**config.mk**
```make
export PLATFORM = sky130hd
export DESIGN_NAME = cpuTop
export DESIGN_NICKNAME = d
export VERILOG_FILES = /design/src/design/cpuPkg.sv /design/src/design/cpuTop.sv /design/src/design/aluUnit.sv /design/src/design/regBank.sv /design/src/design/controlUnit.sv
export SDC_FILE = /design/constraint.sdc
export NUM_CORES = 1
export LEC_CHECK = 0
export ABC_AREA = 1
export BUFFER_PORTS_ARGS = -buffer_cell sky130_fd_sc_hd__buf_2
export CORE_MARGIN = 1.5
export CORE_UTILIZATION = 42
export DETAILED_ROUTE_END_ITERATION = 7
export PLACE_DENSITY = 0.65
export SETUP_SLACK_MARGIN = 0.02
export SLEW_MARGIN = 25
export SYNTH_ARGS = -nofsm -noshare
export SYNTH_HDL_FRONTEND = slang
export SYNTH_SLANG_ARGS = --single-unit
```
**constraint.sdc**
```tcl
create_clock -name clk -period 4.2 [get_ports clk]
set_input_delay 1.26 -clock clk [delete_from_list [all_inputs] [get_ports clk]]
set_output_delay 1.26 -clock clk [all_outputs]
set_load 0.05 [all_outputs]
```
**src/design/cpuPkg.sv**
```systemverilog
package cpuPkg;

    localparam int dataWidth    = 8;
    localparam int instrWidth   = 2 * dataWidth;
    localparam int regCodeWidth = 4;

    typedef logic [dataWidth-1:0]    byte_t;     // Data and addresses
    typedef logic [instrWidth-1:0]   instr_t;    // Two fetched bytes
    typedef logic [regCodeWidth-1:0] regCode_t;  // Bit 2 set picks R1-R4

    // Instruction opcodes, IR[15:12]
    typedef enum logic [3:0] {
        opAnd = 4'h0,
        opOr  = 4'h1,
        opNot = 4'h2,
        opAdd = 4'h3,
        opSub = 4'h4,
        opLsr = 4'h5,
        opLsl = 4'h6,
        opMov = 4'h7,
        opLd  = 4'h8,
        opSt  = 4'h9,
        opBra = 4'hA,
        opBne = 4'hB,
        opInc = 4'hC,
        opDec = 4'hD,
        opPsh = 4'hE,
        opPul = 4'hF
    } opcode_t;

    typedef enum logic [2:0] {
        aluPass,
        aluAnd,
        aluOr,
        aluNot,
        aluAdd,
        aluSub,
        aluLsl,
        aluLsr
    } aluOp_t;

    typedef enum logic [1:0] {
        wrAlu,  // ALU result
        wrMem,  // Memory read data
        wrImm   // IR low byte
    } wrSrc_t;

    typedef enum logic {
        addrPc,
        addrAr
    } addrSel_t;

    typedef enum logic [1:0] {
        t0,  // Fetch low byte
        t1,  // Fetch high byte
        t2   // Execute
    } seqState_t;

    typedef struct packed {
        logic z;
        logic c;
        logic n;
        logic o;
    } flags_t;

    typedef struct packed {
        aluOp_t   aluOp;
        logic     flagsEn;
        logic     regWrEn;
        regCode_t regWrCode;
        wrSrc_t   wrSrc;
        regCode_t rdCodeA;
        regCode_t rdCodeB;   // Also feeds store data
        logic     pcInc;
        logic     pcLoad;    // PC takes the immediate
        addrSel_t addrSel;
        logic     memRead;
        logic     memWrite;
    } ctrlWord_t;

    typedef struct packed {
        byte_t addr;
        byte_t wrData;
        logic  csN;  // Active low chip select
        logic  wr;   // 1 write, 0 read
    } memReq_t;

endpackage
```
**src/design/cpuTop.sv**
```systemverilog
`timescale 1ns/1ps

module cpuTop (
    input  logic            clk,
    input  logic            rstN,
    output cpuPkg::memReq_t memReq,
    input  cpuPkg::byte_t   memRdData
);
    import cpuPkg::*;

    ctrlWord_t ctrl;
    byte_t     immediate;
    byte_t     operandA;
    byte_t     operandB;  // Doubles as store data
    byte_t     memAddr;
    byte_t     aluResult;
    logic      zFlag;

    controlUnit i_controlUnit (
        .clk       (clk),
        .rstN      (rstN),
        .memRdData (memRdData),
        .zFlag     (zFlag),
        .ctrl      (ctrl),
        .immediate (immediate)
    );

    regBank i_regBank (
        .clk       (clk),
        .rstN      (rstN),
        .ctrl      (ctrl),
        .aluResult (aluResult),
        .memRdData (memRdData),
        .immediate (immediate),
        .operandA  (operandA),
        .operandB  (operandB),
        .memAddr   (memAddr)
    );

    aluUnit i_aluUnit (
        .clk      (clk),
        .rstN     (rstN),
        .ctrl     (ctrl),
        .operandA (operandA),
        .operandB (operandB),
        .result   (aluResult),
        .zFlag    (zFlag)
    );

    // Chip select follows any access
    assign memReq = '{
        addr:   memAddr,
        wrData: operandB,
        csN:    !(ctrl.memRead || ctrl.memWrite),
        wr:     ctrl.memWrite
    };

endmodule

```
**src/design/aluUnit.sv**
```systemverilog
`timescale 1ns/1ps

module aluUnit (
    input  logic              clk,
    input  logic              rstN,
    input  cpuPkg::ctrlWord_t ctrl,
    input  cpuPkg::byte_t     operandA,
    input  cpuPkg::byte_t     operandB,
    output cpuPkg::byte_t     result,
    output logic              zFlag
);
    import cpuPkg::*;

    logic [dataWidth:0] wide;  // Extra bit for carry or borrow
    logic               carry;
    logic               overflow;
    flags_t             nextFlags;
    flags_t             flags;

    always_comb begin
        wide     = '0;
        carry    = 1'b0;
        overflow = 1'b0;
        result   = operandA;
        case (ctrl.aluOp)
            aluAnd: result = operandA & operandB;
            aluOr:  result = operandA | operandB;
            aluNot: result = ~operandA;
            aluAdd: begin
                wide     = {1'b0, operandA} + {1'b0, operandB};
                result   = wide[dataWidth-1:0];
                carry    = wide[dataWidth];
                overflow = (operandA[dataWidth-1] == operandB[dataWidth-1])
                        && (result[dataWidth-1] != operandA[dataWidth-1]);
            end
            aluSub: begin
                wide     = {1'b0, operandA} - {1'b0, operandB};
                result   = wide[dataWidth-1:0];
                carry    = !wide[dataWidth];  // Set when no borrow
                overflow = (operandA[dataWidth-1] != operandB[dataWidth-1])
                        && (result[dataWidth-1] != operandA[dataWidth-1]);
            end
            aluLsl: begin
                carry  = operandA[dataWidth-1];
                result = {operandA[dataWidth-2:0], 1'b0};
            end
            aluLsr: begin
                carry  = operandA[0];
                result = {1'b0, operandA[dataWidth-1:1]};
            end
            default: result = operandA;  // Pass for MOV
        endcase
        nextFlags.z = (result == '0);
        nextFlags.c = carry;
        nextFlags.n = result[dataWidth-1];
        nextFlags.o = overflow;
    end

    always_ff @(posedge clk) begin
        if (!rstN) begin
            flags <= '0;
        end else if (ctrl.flagsEn) begin
            flags <= nextFlags;
        end
    end

    assign zFlag = flags.z;

endmodule

```
**src/design/regBank.sv**
```systemverilog
`timescale 1ns/1ps

module regBank (
    input  logic              clk,
    input  logic              rstN,
    input  cpuPkg::ctrlWord_t ctrl,
    input  cpuPkg::byte_t     aluResult,
    input  cpuPkg::byte_t     memRdData,
    input  cpuPkg::byte_t     immediate,
    output cpuPkg::byte_t     operandA,
    output cpuPkg::byte_t     operandB,
    output cpuPkg::byte_t     memAddr
);
    import cpuPkg::*;

    byte_t gpr [4];      // R1-R4
    byte_t ar;
    byte_t sp;
    byte_t pc;
    byte_t regView [8];  // Indexed by register code bits [2:0]
    byte_t wrData;
    logic  wrPc;

    // Register code decode for the read ports
    always_comb begin
        regView[0] = sp;
        regView[1] = ar;
        regView[2] = pc;
        regView[3] = pc;  // 11 aliases PC
        for (int i = 0; i < 4; i++) begin
            regView[4+i] = gpr[i];
        end
    end

    assign operandA = regView[ctrl.rdCodeA[2:0]];
    assign operandB = regView[ctrl.rdCodeB[2:0]];

    always_comb begin
        case (ctrl.wrSrc)
            wrMem:   wrData = memRdData;
            wrImm:   wrData = immediate;
            default: wrData = aluResult;
        endcase
    end

    assign memAddr = (ctrl.addrSel == addrAr) ? ar : pc;

    // A register write aimed at PC overrides load and increment
    assign wrPc = ctrl.regWrEn && !ctrl.regWrCode[2] && ctrl.regWrCode[1];

    always_ff @(posedge clk) begin
        if (!rstN) begin
            gpr <= '{default: '0};
            ar  <= '0;
            sp  <= '0;
            pc  <= '0;
        end else begin
            if (ctrl.regWrEn) begin
                if (ctrl.regWrCode[2]) begin
                    gpr[ctrl.regWrCode[1:0]] <= wrData;
                end else if (ctrl.regWrCode[1:0] == 2'b00) begin
                    sp <= wrData;
                end else if (ctrl.regWrCode[1:0] == 2'b01) begin
                    ar <= wrData;
                end
            end
            if (wrPc) begin
                pc <= wrData;
            end else if (ctrl.pcLoad) begin
                pc <= immediate;  // Branch target
            end else if (ctrl.pcInc) begin
                pc <= pc + 1'b1;
            end
        end
    end

    pcUpdateOne: assert property (@(posedge clk) disable iff (!rstN)
        !(ctrl.pcInc && ctrl.pcLoad))
        else $error("pcInc and pcLoad both set");

endmodule

```
**src/design/controlUnit.sv**
```systemverilog
`timescale 1ns/1ps

module controlUnit (
    input  logic              clk,
    input  logic              rstN,
    input  cpuPkg::byte_t     memRdData,
    input  logic              zFlag,
    output cpuPkg::ctrlWord_t ctrl,
    output cpuPkg::byte_t     immediate
);
    import cpuPkg::*;

    seqState_t  state;
    logic       running;  // Low for one cycle after reset
    instr_t     ir;
    opcode_t    opcode;
    regCode_t   dstCode;
    regCode_t   srcCode1;
    regCode_t   srcCode2;
    logic       addrMode;  // 1 direct, 0 immediate
    logic [1:0] regSel;
    regCode_t   selCode;

    function automatic aluOp_t aluOpFor(opcode_t op);
        case (op)
            opAnd:   return aluAnd;
            opOr:    return aluOr;
            opNot:   return aluNot;
            opAdd:   return aluAdd;
            opSub:   return aluSub;
            opLsr:   return aluLsr;
            opLsl:   return aluLsl;
            default: return aluPass;  // MOV
        endcase
    endfunction

    assign opcode    = opcode_t'(ir[15:12]);
    assign dstCode   = ir[11:8];
    assign srcCode1  = ir[7:4];
    assign srcCode2  = ir[3:0];
    assign addrMode  = ir[10];
    assign regSel    = ir[9:8];
    assign selCode   = {2'b01, regSel};  // R1-R4 by regSel
    assign immediate = ir[7:0];

    // Sequence counter and IR
    always_ff @(posedge clk) begin
        if (!rstN) begin
            state   <= t0;
            running <= 1'b0;
            ir      <= '0;
        end else begin
            running <= 1'b1;
            if (running) begin
                case (state)
                    t0:      state <= t1;
                    t1:      state <= t2;
                    default: state <= t0;
                endcase
            end
            if (state == t0 && ctrl.memRead) begin
                ir[7:0] <= memRdData;
            end
            if (state == t1) begin
                ir[15:8] <= memRdData;
            end
        end
    end

    // Control word decode
    always_comb begin
        ctrl         = '0;
        ctrl.aluOp   = aluPass;
        ctrl.wrSrc   = wrAlu;
        ctrl.addrSel = addrPc;
        case (state)
            t0, t1: begin
                ctrl.memRead = running;  // Fetch at PC
                ctrl.pcInc   = running;
            end
            default: begin
                case (opcode)
                    opAnd, opOr, opNot, opAdd, opSub, opLsr, opLsl, opMov: begin
                        ctrl.aluOp     = aluOpFor(opcode);
                        ctrl.flagsEn   = 1'b1;
                        ctrl.regWrEn   = 1'b1;
                        ctrl.regWrCode = dstCode;
                        ctrl.rdCodeA   = srcCode1;
                        ctrl.rdCodeB   = srcCode2;
                    end
                    opLd: begin
                        ctrl.regWrEn   = 1'b1;
                        ctrl.regWrCode = selCode;
                        if (addrMode) begin
                            ctrl.memRead = 1'b1;  // M[AR]
                            ctrl.addrSel = addrAr;
                            ctrl.wrSrc   = wrMem;
                        end else begin
                            ctrl.wrSrc = wrImm;
                        end
                    end
                    opSt: begin
                        // Immediate form falls through as a no-op
                        if (addrMode) begin
                            ctrl.memWrite = 1'b1;
                            ctrl.addrSel  = addrAr;
                            ctrl.rdCodeB  = selCode;  // Store data
                        end
                    end
                    opBra: ctrl.pcLoad = !addrMode;
                    opBne: ctrl.pcLoad = !addrMode && !zFlag;  // Taken on Z clear
                    opInc, opDec, opPsh, opPul: ;  // Retired as no-ops
                endcase
            end
        endcase
    end

    memExclusive: assert property (@(posedge clk) disable iff (!rstN)
        !(ctrl.memRead && ctrl.memWrite))
        else $error("memRead and memWrite both set");

    // Writes only in the execute step
    wrInExecute: assert property (@(posedge clk) disable iff (!rstN)
        ctrl.regWrEn |-> state == t2)
        else $error("regWrEn outside T2");

endmodule

```
* Word-level counts from Yosys, hierarchy flattened
Cells that the tools add are included.
Operators by class: order comparisons 4, add/subtract/negate cells 3, bitwise logic cells 8, equality and inequality tests 22, muxes and demuxes 36, reduce and logical (&&, ||, !) cells 20
Operators with widths (count):
- 8-bit two-way mux | 9
- 8-bit case mux with 7 select lines | 1
- 8-bit binary-select mux with 3-bit select | 2
- 32-bit bitwise mux | 1
- 3-bit case mux with 7 select lines | 1
- 19-bit two-way mux | 1
- 8-bit demux with 2-bit select | 1
- 4-bit by 3-bit equality test with 1-bit output (second input constant) | 4
- 4-bit equality test (second input constant) | 4
- 8-bit case mux with 2 select lines | 1
- 3-bit equality test (second input constant) | 4
- 5-bit case mux with 2 select lines | 1
- 8-bit by 1-bit adder with 8-bit output (second input constant) | 1
- 8-bit adder | 1
- 8-bit AND | 1
- 4-bit by 2-bit equality test with 1-bit output (second input constant) | 2
- 4-bit >= comparator (second input constant) | 2
- 8-bit zero test | 1
- 2-bit two-way mux | 4
- 4-bit two-way mux | 2
- 3-bit inverter with 4-bit output | 2
- 8-bit inverter | 1
- 8-bit bitwise OR | 1
- 4-bit case mux with 2 select lines | 1
- other kinds (25) | 44
Storage, ports and cells: input port bits 10, register bits after elaboration 76, output and inout bits 18

* Longest topological paths before layout
Gate-level depths: netlist of the first run.
word-level depth 12, mapped depth 35, depth with buffers taken out 33

* Modules after synthesis
From an unflattened synthesis of the first run, not the netlist that was laid out.
Unflattened totals: cells, all modules 933, area, all modules 5791.8 µm²
By module, submodules not included:
- regBank | cells each 551, area each 3468.3 µm², times used 1
- aluUnit | cells each 238, area each 1262.5 µm², times used 1
- controlUnit | cells each 143, area each 1057.3 µm², times used 1
- cpuTop | cells each 1, area each 3.8 µm², times used 1

* Worst setup path after synthesis of the first run
OpenSTA, ideal clock, no wires.
kind register to register, from register i_controlUnit.ir[12], to register i_regBank.ar[5], cell stages (with the launch flop) 29, arrival time 3816 ps, required time 4084 ps, setup slack 269 ps, path through dfxtp_1 -> buf_2 -> inv_2 -> nor2_1 -> nand3_1 -> nand2_1 -> nand2_1 -> buf_6 -> buf_6 -> o21ai_1 -> o21bai_2 -> nand2_2 -> inv_1 -> ha_1 -> inv_1 -> o21ai_0 -> inv_1 -> ha_1 -> a31oi_1 -> o21ai_0 -> nand2_1 -> nand2_1 -> or2_2 -> nand3_1 -> nand4_1 -> nor2_1 -> a22oi_2 -> o21ai_0 -> inv_1
RTL lines:
- start: declaration | line controlUnit.sv:15 | instr_t ir;
- start signal: assignment | line controlUnit.sv:65 | ir[15:8] <= memRdData;
- end signal: assignment | line regBank.sv:64 | ar <= wrData;
- end: declaration | line regBank.sv:17 | byte_t ar;

* Worst setup path after layout of the first run
from register i_controlUnit.ir[13], to register i_regBank.pc[6]
Between the ends: longest elaborated chain between the ends 12, elaborated cells on any way between the ends 52, those cells by class add/sub (2); eq/ne (20); mux (19); bitwise (5); reduce/logical (6)
RTL lines:
- 4-bit by 1-bit equality test with 1-bit output (tied with other cells) | line controlUnit.sv:25, controlUnit.sv:82
- 8-bit OR reduction | line controlUnit.sv:82 | case (opcode)
- 4-bit case mux with 2 select lines or 4-bit two-way mux (tied branches) | line controlUnit.sv:82
- 19-bit two-way mux | line controlUnit.sv:76 | case (state)
- 3-bit inverter with 4-bit output (on tied branches) | line regBank.sv:36, regBank.sv:35
- 8-bit binary-select mux with 3-bit select (on tied branches) | line regBank.sv:36, regBank.sv:35
- 8-bit two-way mux (on tied branches) (2 in a row) | line regBank.sv:36, regBank.sv:35
- 8-bit subtractor (tied with other cells) | line aluUnit.sv:37 | wide = {1'b0, operandA} - {1'b0, operandB};
- 8-bit case mux with 7 select lines | line aluUnit.sv:25 | case (ctrl.aluOp)
- 8-bit case mux with 2 select lines | line regBank.sv:39 | case (ctrl.wrSrc)
- 8-bit two-way mux | line regBank.sv:67 | if (wrPc) begin
- end signal: assignment | line regBank.sv:68 | pc <= wrData;
- end signal: assignment | line regBank.sv:70 | pc <= immediate;
- end signal: assignment | line regBank.sv:72 | pc <= pc + 1'b1;
- end: declaration | line regBank.sv:19 | byte_t pc;
Parallel ways exist; a longest one is shown, timed or not. The select of a mux whose other input is x is not followed. A chain may end at the register's enable or synchronous reset.

==> flow_metrics.env, run 1 <==
export IMPL_ff2ff_setup_slack_ns=0.24
export IMPL_end_kind="flop"
export IMPL_tritoncts="done"
export IMPL_async_flop_share_pct=0
export IMPL_critical_path_class="reg2reg"
export IMPL_cts_path_max_buffers=2
export IMPL_drive_above_1_share_pct=18.9
export IMPL_antenna_found_initial=0
export IMPL_switching_share_pct=36.6
export IMPL_clock_sinks=75
export IMPL_setup_viol_count_final=0
export IMPL_min_to="i_aluUnit.zFlag"
export IMPL_critical_path_max_fanout=7
export IMPL_r2r_worst_path_cells=27
export IMPL_syn_area_per_cell_sq_um=6.15
export IMPL_synthFlopType="dfxtp_1"
export IMPL_syn_nets=933
export IMPL_ant_nets=0
export IMPL_drt_iter0_markers=847
export IMPL_fin_crit_ns=3.96
export IMPL_synth_edf_count=0
export IMPL_drc=0
export IMPL_grt_usage_pct=27.2
export IMPL_synth_commonest_cells="nand2_1, inv_1, o21ai_0"
export IMPL_routed_via_count=6364
export IMPL_io_buffers=27
export IMPL_p_leak_uw=0.00311
export IMPL_finalMaxSlewViolations=0
export IMPL_start_kind="flop"
export IMPL_internal_power_uw=1490
export IMPL_p_per_area_mw_per_mm2=352
export IMPL_cap_violations=0
export IMPL_hold_buffers=0
export IMPL_placementRows=41
export IMPL_design_die_area_sq_mm=0.0140
export IMPL_post_drt_via_cell_ratio=5.55
export IMPL_root_buffer="clkbuf_16"
export IMPL_hold_class="reg2reg"
export IMPL_ir_worst_vdd_mv=0.204
export IMPL_yosysWarnings=0
export IMPL_r2r_start="i_controlUnit.ir[13]"
export IMPL_antenna_cells=0
export IMPL_h_tree_depth=3
export IMPL_hold_violations=0
export IMPL_die_h_um=118
export IMPL_place_congestion=0.915
export IMPL_grt_max_degree=49
export IMPL_rr_endpoint="i_regBank.pc[6]"
export IMPL_die_width_um=118
export IMPL_start_util_pct=43.7
export IMPL_layout_nets=995
export IMPL_power_total_uw=2350
export IMPL_hpwl_um=14400
export IMPL_holdPathStages=2
export IMPL_dp_cells=1123
export IMPL_worstMarginPinSlew_ns=0.919
export IMPL_finalClockSkew_ns=0.00709
export IMPL_yosys_top_cells_area="dfxtp_1, nand2_1, o21ai_0"
export IMPL_grt_pass1_vias=5498
export IMPL_period_share_pct=94.4
export IMPL_clkPwrFrac_pct=32.0
export IMPL_synth_seq_area_share_pct=26.9
export IMPL_pin_count=28
export IMPL_cts_buffers=9
export IMPL_slew_headroom_pct=38.4
export IMPL_run_status="completed"
export IMPL_utilization_pct=52.4
export IMPL_yosysMostFrequentCell="nand2_1"
export IMPL_drt_total_wl_um=19400
export IMPL_synth_seq_cells=75
export IMPL_seqPwrFrac_pct=32.9
export IMPL_grt_pass1_wl_um=29900
export IMPL_worstHoldStart="i_aluUnit.zFlag"
export IMPL_max_freq_mhz=252
export IMPL_drt_pass1_iterations=6
export IMPL_arrival_ns=4.24
export IMPL_power_net_switching_uw=861
export IMPL_timing_hold_ws_ns=0.474
export IMPL_grt_ovfl_total=0
export IMPL_fp_coreArea_sq_mm=0.0128
export IMPL_synth_top_area_cell="dfxtp_1"
export IMPL_stdcell_count=1146
export IMPL_synth_area_sq_mm=0.00559
export IMPL_ys_types=49
export IMPL_area_delta_synth_final_pct=19.8
export IMPL_cts_clk_slew_worst_paths_ns=0.06
export IMPL_wl_per_cell_um=16.9
export IMPL_synth_top_cell_area_share_pct=26.9
export IMPL_clock_latency_ns=0.34
export IMPL_required_ns=4.47
export IMPL_p_comb_share_pct=35.1
export IMPL_syn_instance_count=908
## cell usage in the layout (no fill, tap or decap), types with 7 or more instances in the layout
master	count
nand2_4	7
xor2_1	7
buf_2	27
inv_2	12
nand4_1	10
a21oi_1	89
o21ai_0	116
o21ai_2	8
nor2_2	8
ha_1	12
dfxtp_1	70
nand2_1	175
buf_4	53
nor2_1	49
o211ai_1	13
o21ai_1	27
nand3_1	57
inv_1	126
clkbuf_16	9
nand2_2	15
## how the worst max path moves through the flow
stage                         startpoint              end  slack, ns  cells past startpoint
floorplan           i_controlUnit.ir[12]  i_regBank.ar[5]       0.27                     28
global placement    i_controlUnit.ir[13]  i_regBank.pc[7]      -0.03                     29
detailed placement  i_controlUnit.ir[13]  i_regBank.pc[6]       -0.1                     27
CTS                 i_controlUnit.ir[13]  i_regBank.pc[7]       0.01                     33
global route        i_controlUnit.ir[13]  i_regBank.pc[7]      -0.03                     34
finish              i_controlUnit.ir[13]  i_regBank.pc[6]       0.24                     27
## per-stage QoR
stage / instance area [sq um] / TNS (ns) / setup WS [ns]
finish: 6690 / 0 / 0.236
global route: 6690 / -0.0665 / -0.0325
CTS: 6420 / 0 / 0.0113
detailed placement: 6130 / -0.267 / -0.0983
global placement: 6130 / -0.0563 / -0.0282
floorplan: 5590 / 0 / 0.269
## routing by layer
| metal | global-route usage (%) | up-vias | share of wire [%] |
|---|---|---|---|
| li1 | - | 3134 | - |
| met1 | 37.4 | 2873 | 44 |
| met2 | 41.0 | 300 | 44 |
| met3 | 6.61 | 57 | 8.8 |
| met4 | 10.2 | 0 | 3.2 |
| met5 | 0 | - | 0 |
## logic make-up after synthesis
logic type | count (synthesis) | share of synthesized area [%]
and+or+nand+nor | 347 | 27.2
adders and majority gates | 15 | 3.49
AOI/OAI and AO/OA | 284 | 28.0
buffers and inverters | 179 | 13.1
xor gates and xnor gates | 8 | 1.25
DFF | 75 | 26.9
## critical path, stage by stage (launching register included)
cell and delay, ns:
dfxtp_2 0.33, buf_6 0.13, inv_6 0.07, nand2_2 0.06, nor2_4 0.16, nand2_4 0.09, a21oi_4 0.27, buf_6 0.17
nand3_1 0.08, nand3_1 0.10, nand2_2 0.10, buf_4 0.15, inv_1 0.13, xor2_1 0.21, ha_1 0.26, inv_1 0.09
o21ai_1 0.10, o21ai_1 0.17, nand2_1 0.08, a21o_1 0.17, a21oi_1 0.11, o21ai_0 0.11, o2111ai_1 0.09, nor2_1 0.08
nand2_1 0.10, o21ai_4 0.11, or2_1 0.24, a21oi_1 0.12
## cell type report
| type | instances | area, sq um |
|---|---|---|
| clock buffer | 13 | 240 |
| sequential | 75 | 1510 |
| fill | 1326 | 6080 |
| inverter | 143 | 549 |
| multi-input combinational | 654 | 3520 |
| timing repair buffer | 87 | 616 |
| clock inverter | 2 | 37.5 |
| tap | 172 | 215 |
## sequential cells by signal, summed over array words and instances (netlist names)
| signal | count |
|---|---|
| i_controlUnit.running | 1 |
| i_regBank.pc | 8 |
| i_regBank.ar | 8 |
| i_regBank.gpr | 32 |
| i_controlUnit.ir | 15 |
| i_controlUnit.state | 2 |
| i_regBank.sp | 8 |
| i_aluUnit.zFlag | 1 |
## power by group through the flow
| stage | logic [uW] | clock network [uW] | registers (uW) |
|---|---|---|---|
| 2_1_floorplan | 487 | 0 | 780 |
| 3_3_place_gp | 702 | 0 | 788 |
| 3_5_place_dp | 703 | 0 | 787 |
| 4_1_cts | 713 | 763 | 772 |
| 5_1_grt | 894 | 804 | 777 |
| 6_report | 826 | 753 | 775 |
## timing repair
item	CTS	global route
pin swaps	0	24
cloned	0	0
resized for setup	4	64
setup endpoints to repair	17	39
hold endpoints to repair	0	0
setup buffers	0	8
(Power assumes the default switching activity.)
==> run 2, diff against run 1 <==
--- a/config.mk
+++ b/config.mk
@@ -7,10 +7,12 @@
 export LEC_CHECK = 0
 export ABC_AREA = 1
 export BUFFER_PORTS_ARGS = -buffer_cell sky130_fd_sc_hd__buf_2
+export CELL_PAD_IN_SITES_DETAIL_PLACEMENT = 1
+export CELL_PAD_IN_SITES_GLOBAL_PLACEMENT = 2
 export CORE_MARGIN = 1.5
-export CORE_UTILIZATION = 42
+export CORE_UTILIZATION = 34
 export DETAILED_ROUTE_END_ITERATION = 7
-export PLACE_DENSITY = 0.65
+export PLACE_DENSITY = 0.88
 export SETUP_SLACK_MARGIN = 0.02
 export SLEW_MARGIN = 25
 export SYNTH_ARGS = -nofsm -noshare
==> flow_metrics.env, run 2 (synthesis results as in run 1) <==
export IMPL_drt_pass1_iterations=5
export IMPL_io_buffers=27
export IMPL_tritoncts="done"
export IMPL_clock_latency_ns=0.35
export IMPL_drc=0
export IMPL_critical_path_max_fanout=7
export IMPL_fp_coreArea_sq_mm=0.0159
export IMPL_required_ns=4.43
export IMPL_antenna_found_initial=0
export IMPL_pin_count=28
export IMPL_place_congestion=0.917
export IMPL_fin_crit_ns=4.00
export IMPL_final_cell_mix="nand2_1, inv_1, o21ai_0, a21oi_1, dfxtp_1"
export IMPL_cp_common_cell="nand2_1"
export IMPL_dp_cells=1180
export IMPL_worst_path_buf_inv=5
export IMPL_final_common_cell="nand2_1"
export IMPL_largest_reg_flops=32
export IMPL_drt_total_wl_um=23000
export IMPL_run_status="completed"
export IMPL_place_ws_ns=0.000414
export IMPL_antenna_cells=0
export IMPL_root_buffer="clkbuf_16"
export IMPL_grt_pass1_wl_um=35900
export IMPL_slowest_delay_ns=0.34
export IMPL_grt_pass1_vias=6331
export IMPL_design_die_area_sq_mm=0.0172
export IMPL_regMostFlops="i_regBank.gpr"
export IMPL_post_drt_via_cell_ratio=5.34
export IMPL_hold_class="reg2reg"
export IMPL_finalWorstSetupSlack_ns=0.204
export IMPL_finalClockSkew_ns=0.00739
export IMPL_max_freq_mhz=250
export IMPL_cts_buffers=9
export IMPL_slowest_stage="dfxtp_2"
export IMPL_rsz0062_at_grt="true"
export IMPL_start_util_pct=35.0
export IMPL_largestRegisters="i_regBank.gpr (32), i_controlUnit.ir (15)"
export IMPL_r2r_start="i_controlUnit.ir[15]"
export IMPL_place_area_sq_mm=0.00631
export IMPL_rr_endpoint="i_regBank.pc[6]"
export IMPL_area_delta_synth_final_pct=22.0
export IMPL_p_per_area_mw_per_mm2=352
export IMPL_r2r_worst_path_cells=29
export IMPL_start_kind="flop"
export IMPL_cap_violations=0
export IMPL_wl_per_cell_um=19.1
export IMPL_period_share_pct=95.1
export IMPL_ir_worst_vdd_mv=0.243
export IMPL_grt_usage_pct=26.9
export IMPL_die_width_um=131
export IMPL_ff2ff_setup_slack_ns=0.20
export IMPL_end_kind="flop"
export IMPL_hpwl_um=17600
export IMPL_cts_clk_slew_worst_paths_ns=0.06
export IMPL_ant_nets=0
export IMPL_critPathTopFamily="simple AND/OR/NAND/NOR gates"
export IMPL_design_area_sq_mm=0.00681
export IMPL_drt_iter0_markers=588
export IMPL_critical_path_class="reg2reg"
export IMPL_p_leak_uw=0.00315
export IMPL_grt_ovfl_total=0
export IMPL_finalSetupTns_ns=0
export IMPL_hold_violations=0
export IMPL_fill_cells=2197
export IMPL_setup_viol_count_final=0
export IMPL_cp_startpoint="i_controlUnit.ir[15]"
export IMPL_stdcell_count=1203
export IMPL_die_h_um=131
export IMPL_worstMarginPinSlew_ns=1.03
export IMPL_h_tree_depth=3
export IMPL_slew_headroom_pct=31.2
export IMPL_crit_cells=29
export IMPL_layout_nets=1007
export IMPL_clock_sinks=75
export IMPL_cts_path_max_buffers=2
export IMPL_arrival_ns=4.23
export IMPL_finalMaxSlewViolations=0
export IMPL_grt_max_degree=49
export IMPL_routed_via_count=6430
export IMPL_crit_path_end="i_regBank.pc[6]"
export IMPL_drive_above_1_share_pct=20.0
export IMPL_placementRows=46
-- run 2: cell types whose count changed in the layout (fill, tap and decap cells not counted), moves of 3 or more --
cell,previous run,this run
o21ai_0,116,109
buf_4,53,68
clkbuf_8,0,3
clkbuf_1,4,1
o21ai_1,27,33
nand2_4,7,4
buf_6,6,2
-- run 2: power by group --
group	internal, uW	switching [uW]	leakage [uW]	total (uW)
sequential	746	33.2	0.000612	779
clock	449	320	0.000142	769
combinational	295	555	0.00239	850
total	1490	908	0.00315	2400
-- run 2: worst min path at each step --
stage	startpoint	endpoint	slack, ns	cells after the start
finish	i_aluUnit.zFlag	i_aluUnit.zFlag	0.47	2
global route	i_controlUnit.running	i_controlUnit.state[1]	0.49	1
CTS	i_controlUnit.running	i_controlUnit.state[1]	0.47	1
detailed placement	i_controlUnit.running	i_controlUnit.state[1]	0.47	1
global placement	i_controlUnit.running	i_controlUnit.state[1]	0.46	1
floorplan	i_controlUnit.running	i_controlUnit.state[1]	0.42	1
-- run 2: per-layer routing --
metal  part of all wire (%)  vias up  global-route usage (%)  wire length [um]
li1                       -     3153                       -                 -
met1                     46     3055                    36.9             10700
met2                     45      184                    41.6             10400
met3                    5.5       38                    5.52              1270
met4                    2.7        0                    9.61               631
met5                      0        -                       0                 0
-- run 2: repair_timing --
action                                 in CTS  in global routing
endpoints found under the hold margin       0                  0
hold buffers                                0                  0
pin swaps                                   2                 25
gates resized for setup                     6                 52
buffers inserted                            0                  7
setup endpoints to repair                   4                 49
-- run 2: area by class of cell --
| cell class | count | area [sq um] | share of cell area, % |
|---|---|---|---|
| timing repair buffer | 99 | 708 | 10.4 |
| tap | 216 | 270 | 3.97 |
| inverter | 143 | 539 | 7.91 |
| multi-input combinational | 654 | 3500 | 51.3 |
| sequential | 75 | 1510 | 22.1 |
| clock inverter | 3 | 21.3 | 0.312 |
| clock buffer | 13 | 270 | 3.97 |
-- run 2: tightest hold or removal path, cell delays in order, from the launching register on --
cell and delay [ns]:
dfxtp_1 0.31, nand2_1 0.06, a21oi_1 0.06
-- run 2: metrics by stage --
step	utilization [%]	hold WS (ns)	power, uW
after global routing	42.7	0.493	2520
after detailed placement	39.6	0.467	1550
final	42.7	0.473	2400
after CTS	41.5	0.473	2330
after global placement	39.6	0.458	1530
after floorplan	-	0.422	1270
==> run 3, diff against run 2 <==
--- a/config.mk
+++ b/config.mk
@@ -12,7 +12,7 @@
 export CORE_MARGIN = 1.5
 export CORE_UTILIZATION = 34
 export DETAILED_ROUTE_END_ITERATION = 7
-export PLACE_DENSITY = 0.88
+export PLACE_DENSITY = 0.78
 export SETUP_SLACK_MARGIN = 0.02
 export SLEW_MARGIN = 25
 export SYNTH_ARGS = -nofsm -noshare
==> flow_metrics.env, run 3 (synthesis results as in run 1) <==
export IMPL_pin_count=28
export IMPL_fin_crit_ns=4.03
export IMPL_largestRegisters="i_regBank.gpr (32), i_controlUnit.ir (15)"
export IMPL_timing_hold_ws_ns=0.460
export IMPL_start_kind="flop"
export IMPL_grt_max_degree=49
export IMPL_hold_class="reg2reg"
export IMPL_slowest_delay_ns=0.37
export IMPL_start_util_pct=35.0
export IMPL_layout_nets=1002
export IMPL_io_buffers=27
export IMPL_drc=0
export IMPL_placementRows=46
export IMPL_ant_nets=0
export IMPL_antenna_found_initial=0
export IMPL_final_cell_mix="nand2_1, inv_1, o21ai_0, a21oi_1, dfxtp_1"
export IMPL_r2r_start="i_controlUnit.ir[15]"
export IMPL_grt_pass1_wl_um=38300
export IMPL_post_drt_via_cell_ratio=5.50
export IMPL_routed_via_count=6584
export IMPL_end_kind="flop"
export IMPL_arrival_ns=4.31
export IMPL_root_buffer="clkbuf_16"
export IMPL_finalClockSkew_ns=0.00918
export IMPL_slowest_stage="dfxtp_4"
export IMPL_drt_total_wl_um=25200
export IMPL_final_common_cell="nand2_1"
export IMPL_clock_sinks=75
export IMPL_crit_path_end="i_regBank.pc[7]"
export IMPL_critPathTopFamily="simple AND/OR/NAND/NOR gates"
export IMPL_r2r_worst_path_cells=32
export IMPL_critical_path_class="reg2reg"
export IMPL_cts_clk_slew_worst_paths_ns=0.07
export IMPL_area_delta_synth_final_pct=26.6
export IMPL_worstMarginPinSlew_ns=1.01
export IMPL_cp_startpoint="i_controlUnit.ir[15]"
export IMPL_place_area_sq_mm=0.00624
export IMPL_cts_path_max_buffers=2
export IMPL_run_status="completed"
export IMPL_crit_cells=32
export IMPL_setup_viol_count_final=0
export IMPL_hold_violations=0
export IMPL_h_tree_depth=3
export IMPL_die_h_um=131
export IMPL_hpwl_um=18700
export IMPL_required_ns=4.48
export IMPL_cts_buffers=9
export IMPL_worst_path_buf_inv=10
export IMPL_grt_ovfl_total=0
export IMPL_regMostFlops="i_regBank.gpr"
export IMPL_drt_iter0_markers=431
export IMPL_ff2ff_setup_slack_ns=0.17
export IMPL_ir_worst_vdd_mv=0.201
export IMPL_rr_endpoint="i_regBank.pc[7]"
export IMPL_slew_headroom_pct=32.6
export IMPL_design_die_area_sq_mm=0.0172
export IMPL_largest_reg_flops=32
export IMPL_design_area_sq_mm=0.00707
export IMPL_hold_buffers=0
export IMPL_wl_per_cell_um=21.1
export IMPL_utilization_pct=44.4
export IMPL_critical_path_max_fanout=7
export IMPL_grt_pass1_vias=6639
export IMPL_place_congestion=0.917
export IMPL_max_freq_mhz=248
export IMPL_antenna_cells=0
export IMPL_fp_coreArea_sq_mm=0.0159
export IMPL_clock_latency_ns=0.35
export IMPL_p_leak_uw=0.00324
export IMPL_die_width_um=131
export IMPL_tritoncts="done"
export IMPL_finalMaxSlewViolations=0
export IMPL_drive_above_1_share_pct=21.1
export IMPL_period_share_pct=95.9
export IMPL_p_per_area_mw_per_mm2=369
export IMPL_cp_common_cell="buf_4"
export IMPL_rsz0062_at_grt="true"
export IMPL_grt_usage_pct=28.8
export IMPL_cap_violations=0
export IMPL_drt_pass1_iterations=5
[run 3: final cells by class]
| cell class | count | area, sq um |
|---|---|---|
| fillers | 2151 | 8870 |
| multi-input cells | 654 | 3610 |
| flip-flops and latches | 75 | 1510 |
| repair buffers | 94 | 788 |
| inverters | 143 | 549 |
| well taps | 216 | 270 |
| clock buffers | 9 | 225 |
| clock inverters | 6 | 113 |
[run 3: routing by layer]
metal	part of all wire (%)	vias up	track usage [%]
met5	0	-	0
met4	3.0	0	11.9
met3	4.6	45	3.94
met2	47	166	46.9
met1	46	3227	38.2
li1	-	3146	-
[run 3: per-stage QoR]
step	cells	worst slack [ns]	TNS (ns)	total power, uW
2_1_floorplan	908	0.269	0	1270
3_3_place_gp	1164	-0.0821	-0.260	1520
3_5_place_dp	1164	-0.262	-1.99	1550
4_1_cts	1182	0.0273	0	2490
5_1_grt	1197	-0.0656	-0.119	2720
6_report	1197	0.171	0	2610
[run 3: worst min-delay path by stage]
stage | startpoint | to | slack, ns | cells past startpoint
final | i_controlUnit.running | i_controlUnit.state[1] | 0.46 | 1
after global routing | i_controlUnit.running | i_controlUnit.state[1] | 0.48 | 1
after CTS | i_controlUnit.running | i_controlUnit.state[1] | 0.47 | 1
after detailed placement | i_controlUnit.running | i_controlUnit.state[1] | 0.46 | 1
after global placement | i_controlUnit.running | i_controlUnit.state[1] | 0.44 | 1
after floorplan | i_controlUnit.running | i_controlUnit.state[1] | 0.42 | 1
[run 3: where the power goes]
part / internal, uW / leakage [uW] / switching, uW / total [uW]
Clock: 580 / 0.000166 / 343 / 923
Combinational: 311 / 0.00246 / 590 / 901
Sequential: 745 / 0.000613 / 36.5 / 782
[run 3: what timing repair did]
| item | CTS | global route |
|---|---|---|
| pin swaps | 10 | 32 |
| endpoints found under the setup margin | 24 | 50 |
| gates resized for setup | 17 | 76 |
| gates cloned | 0 | 3 |
| setup buffers | 3 | 12 |
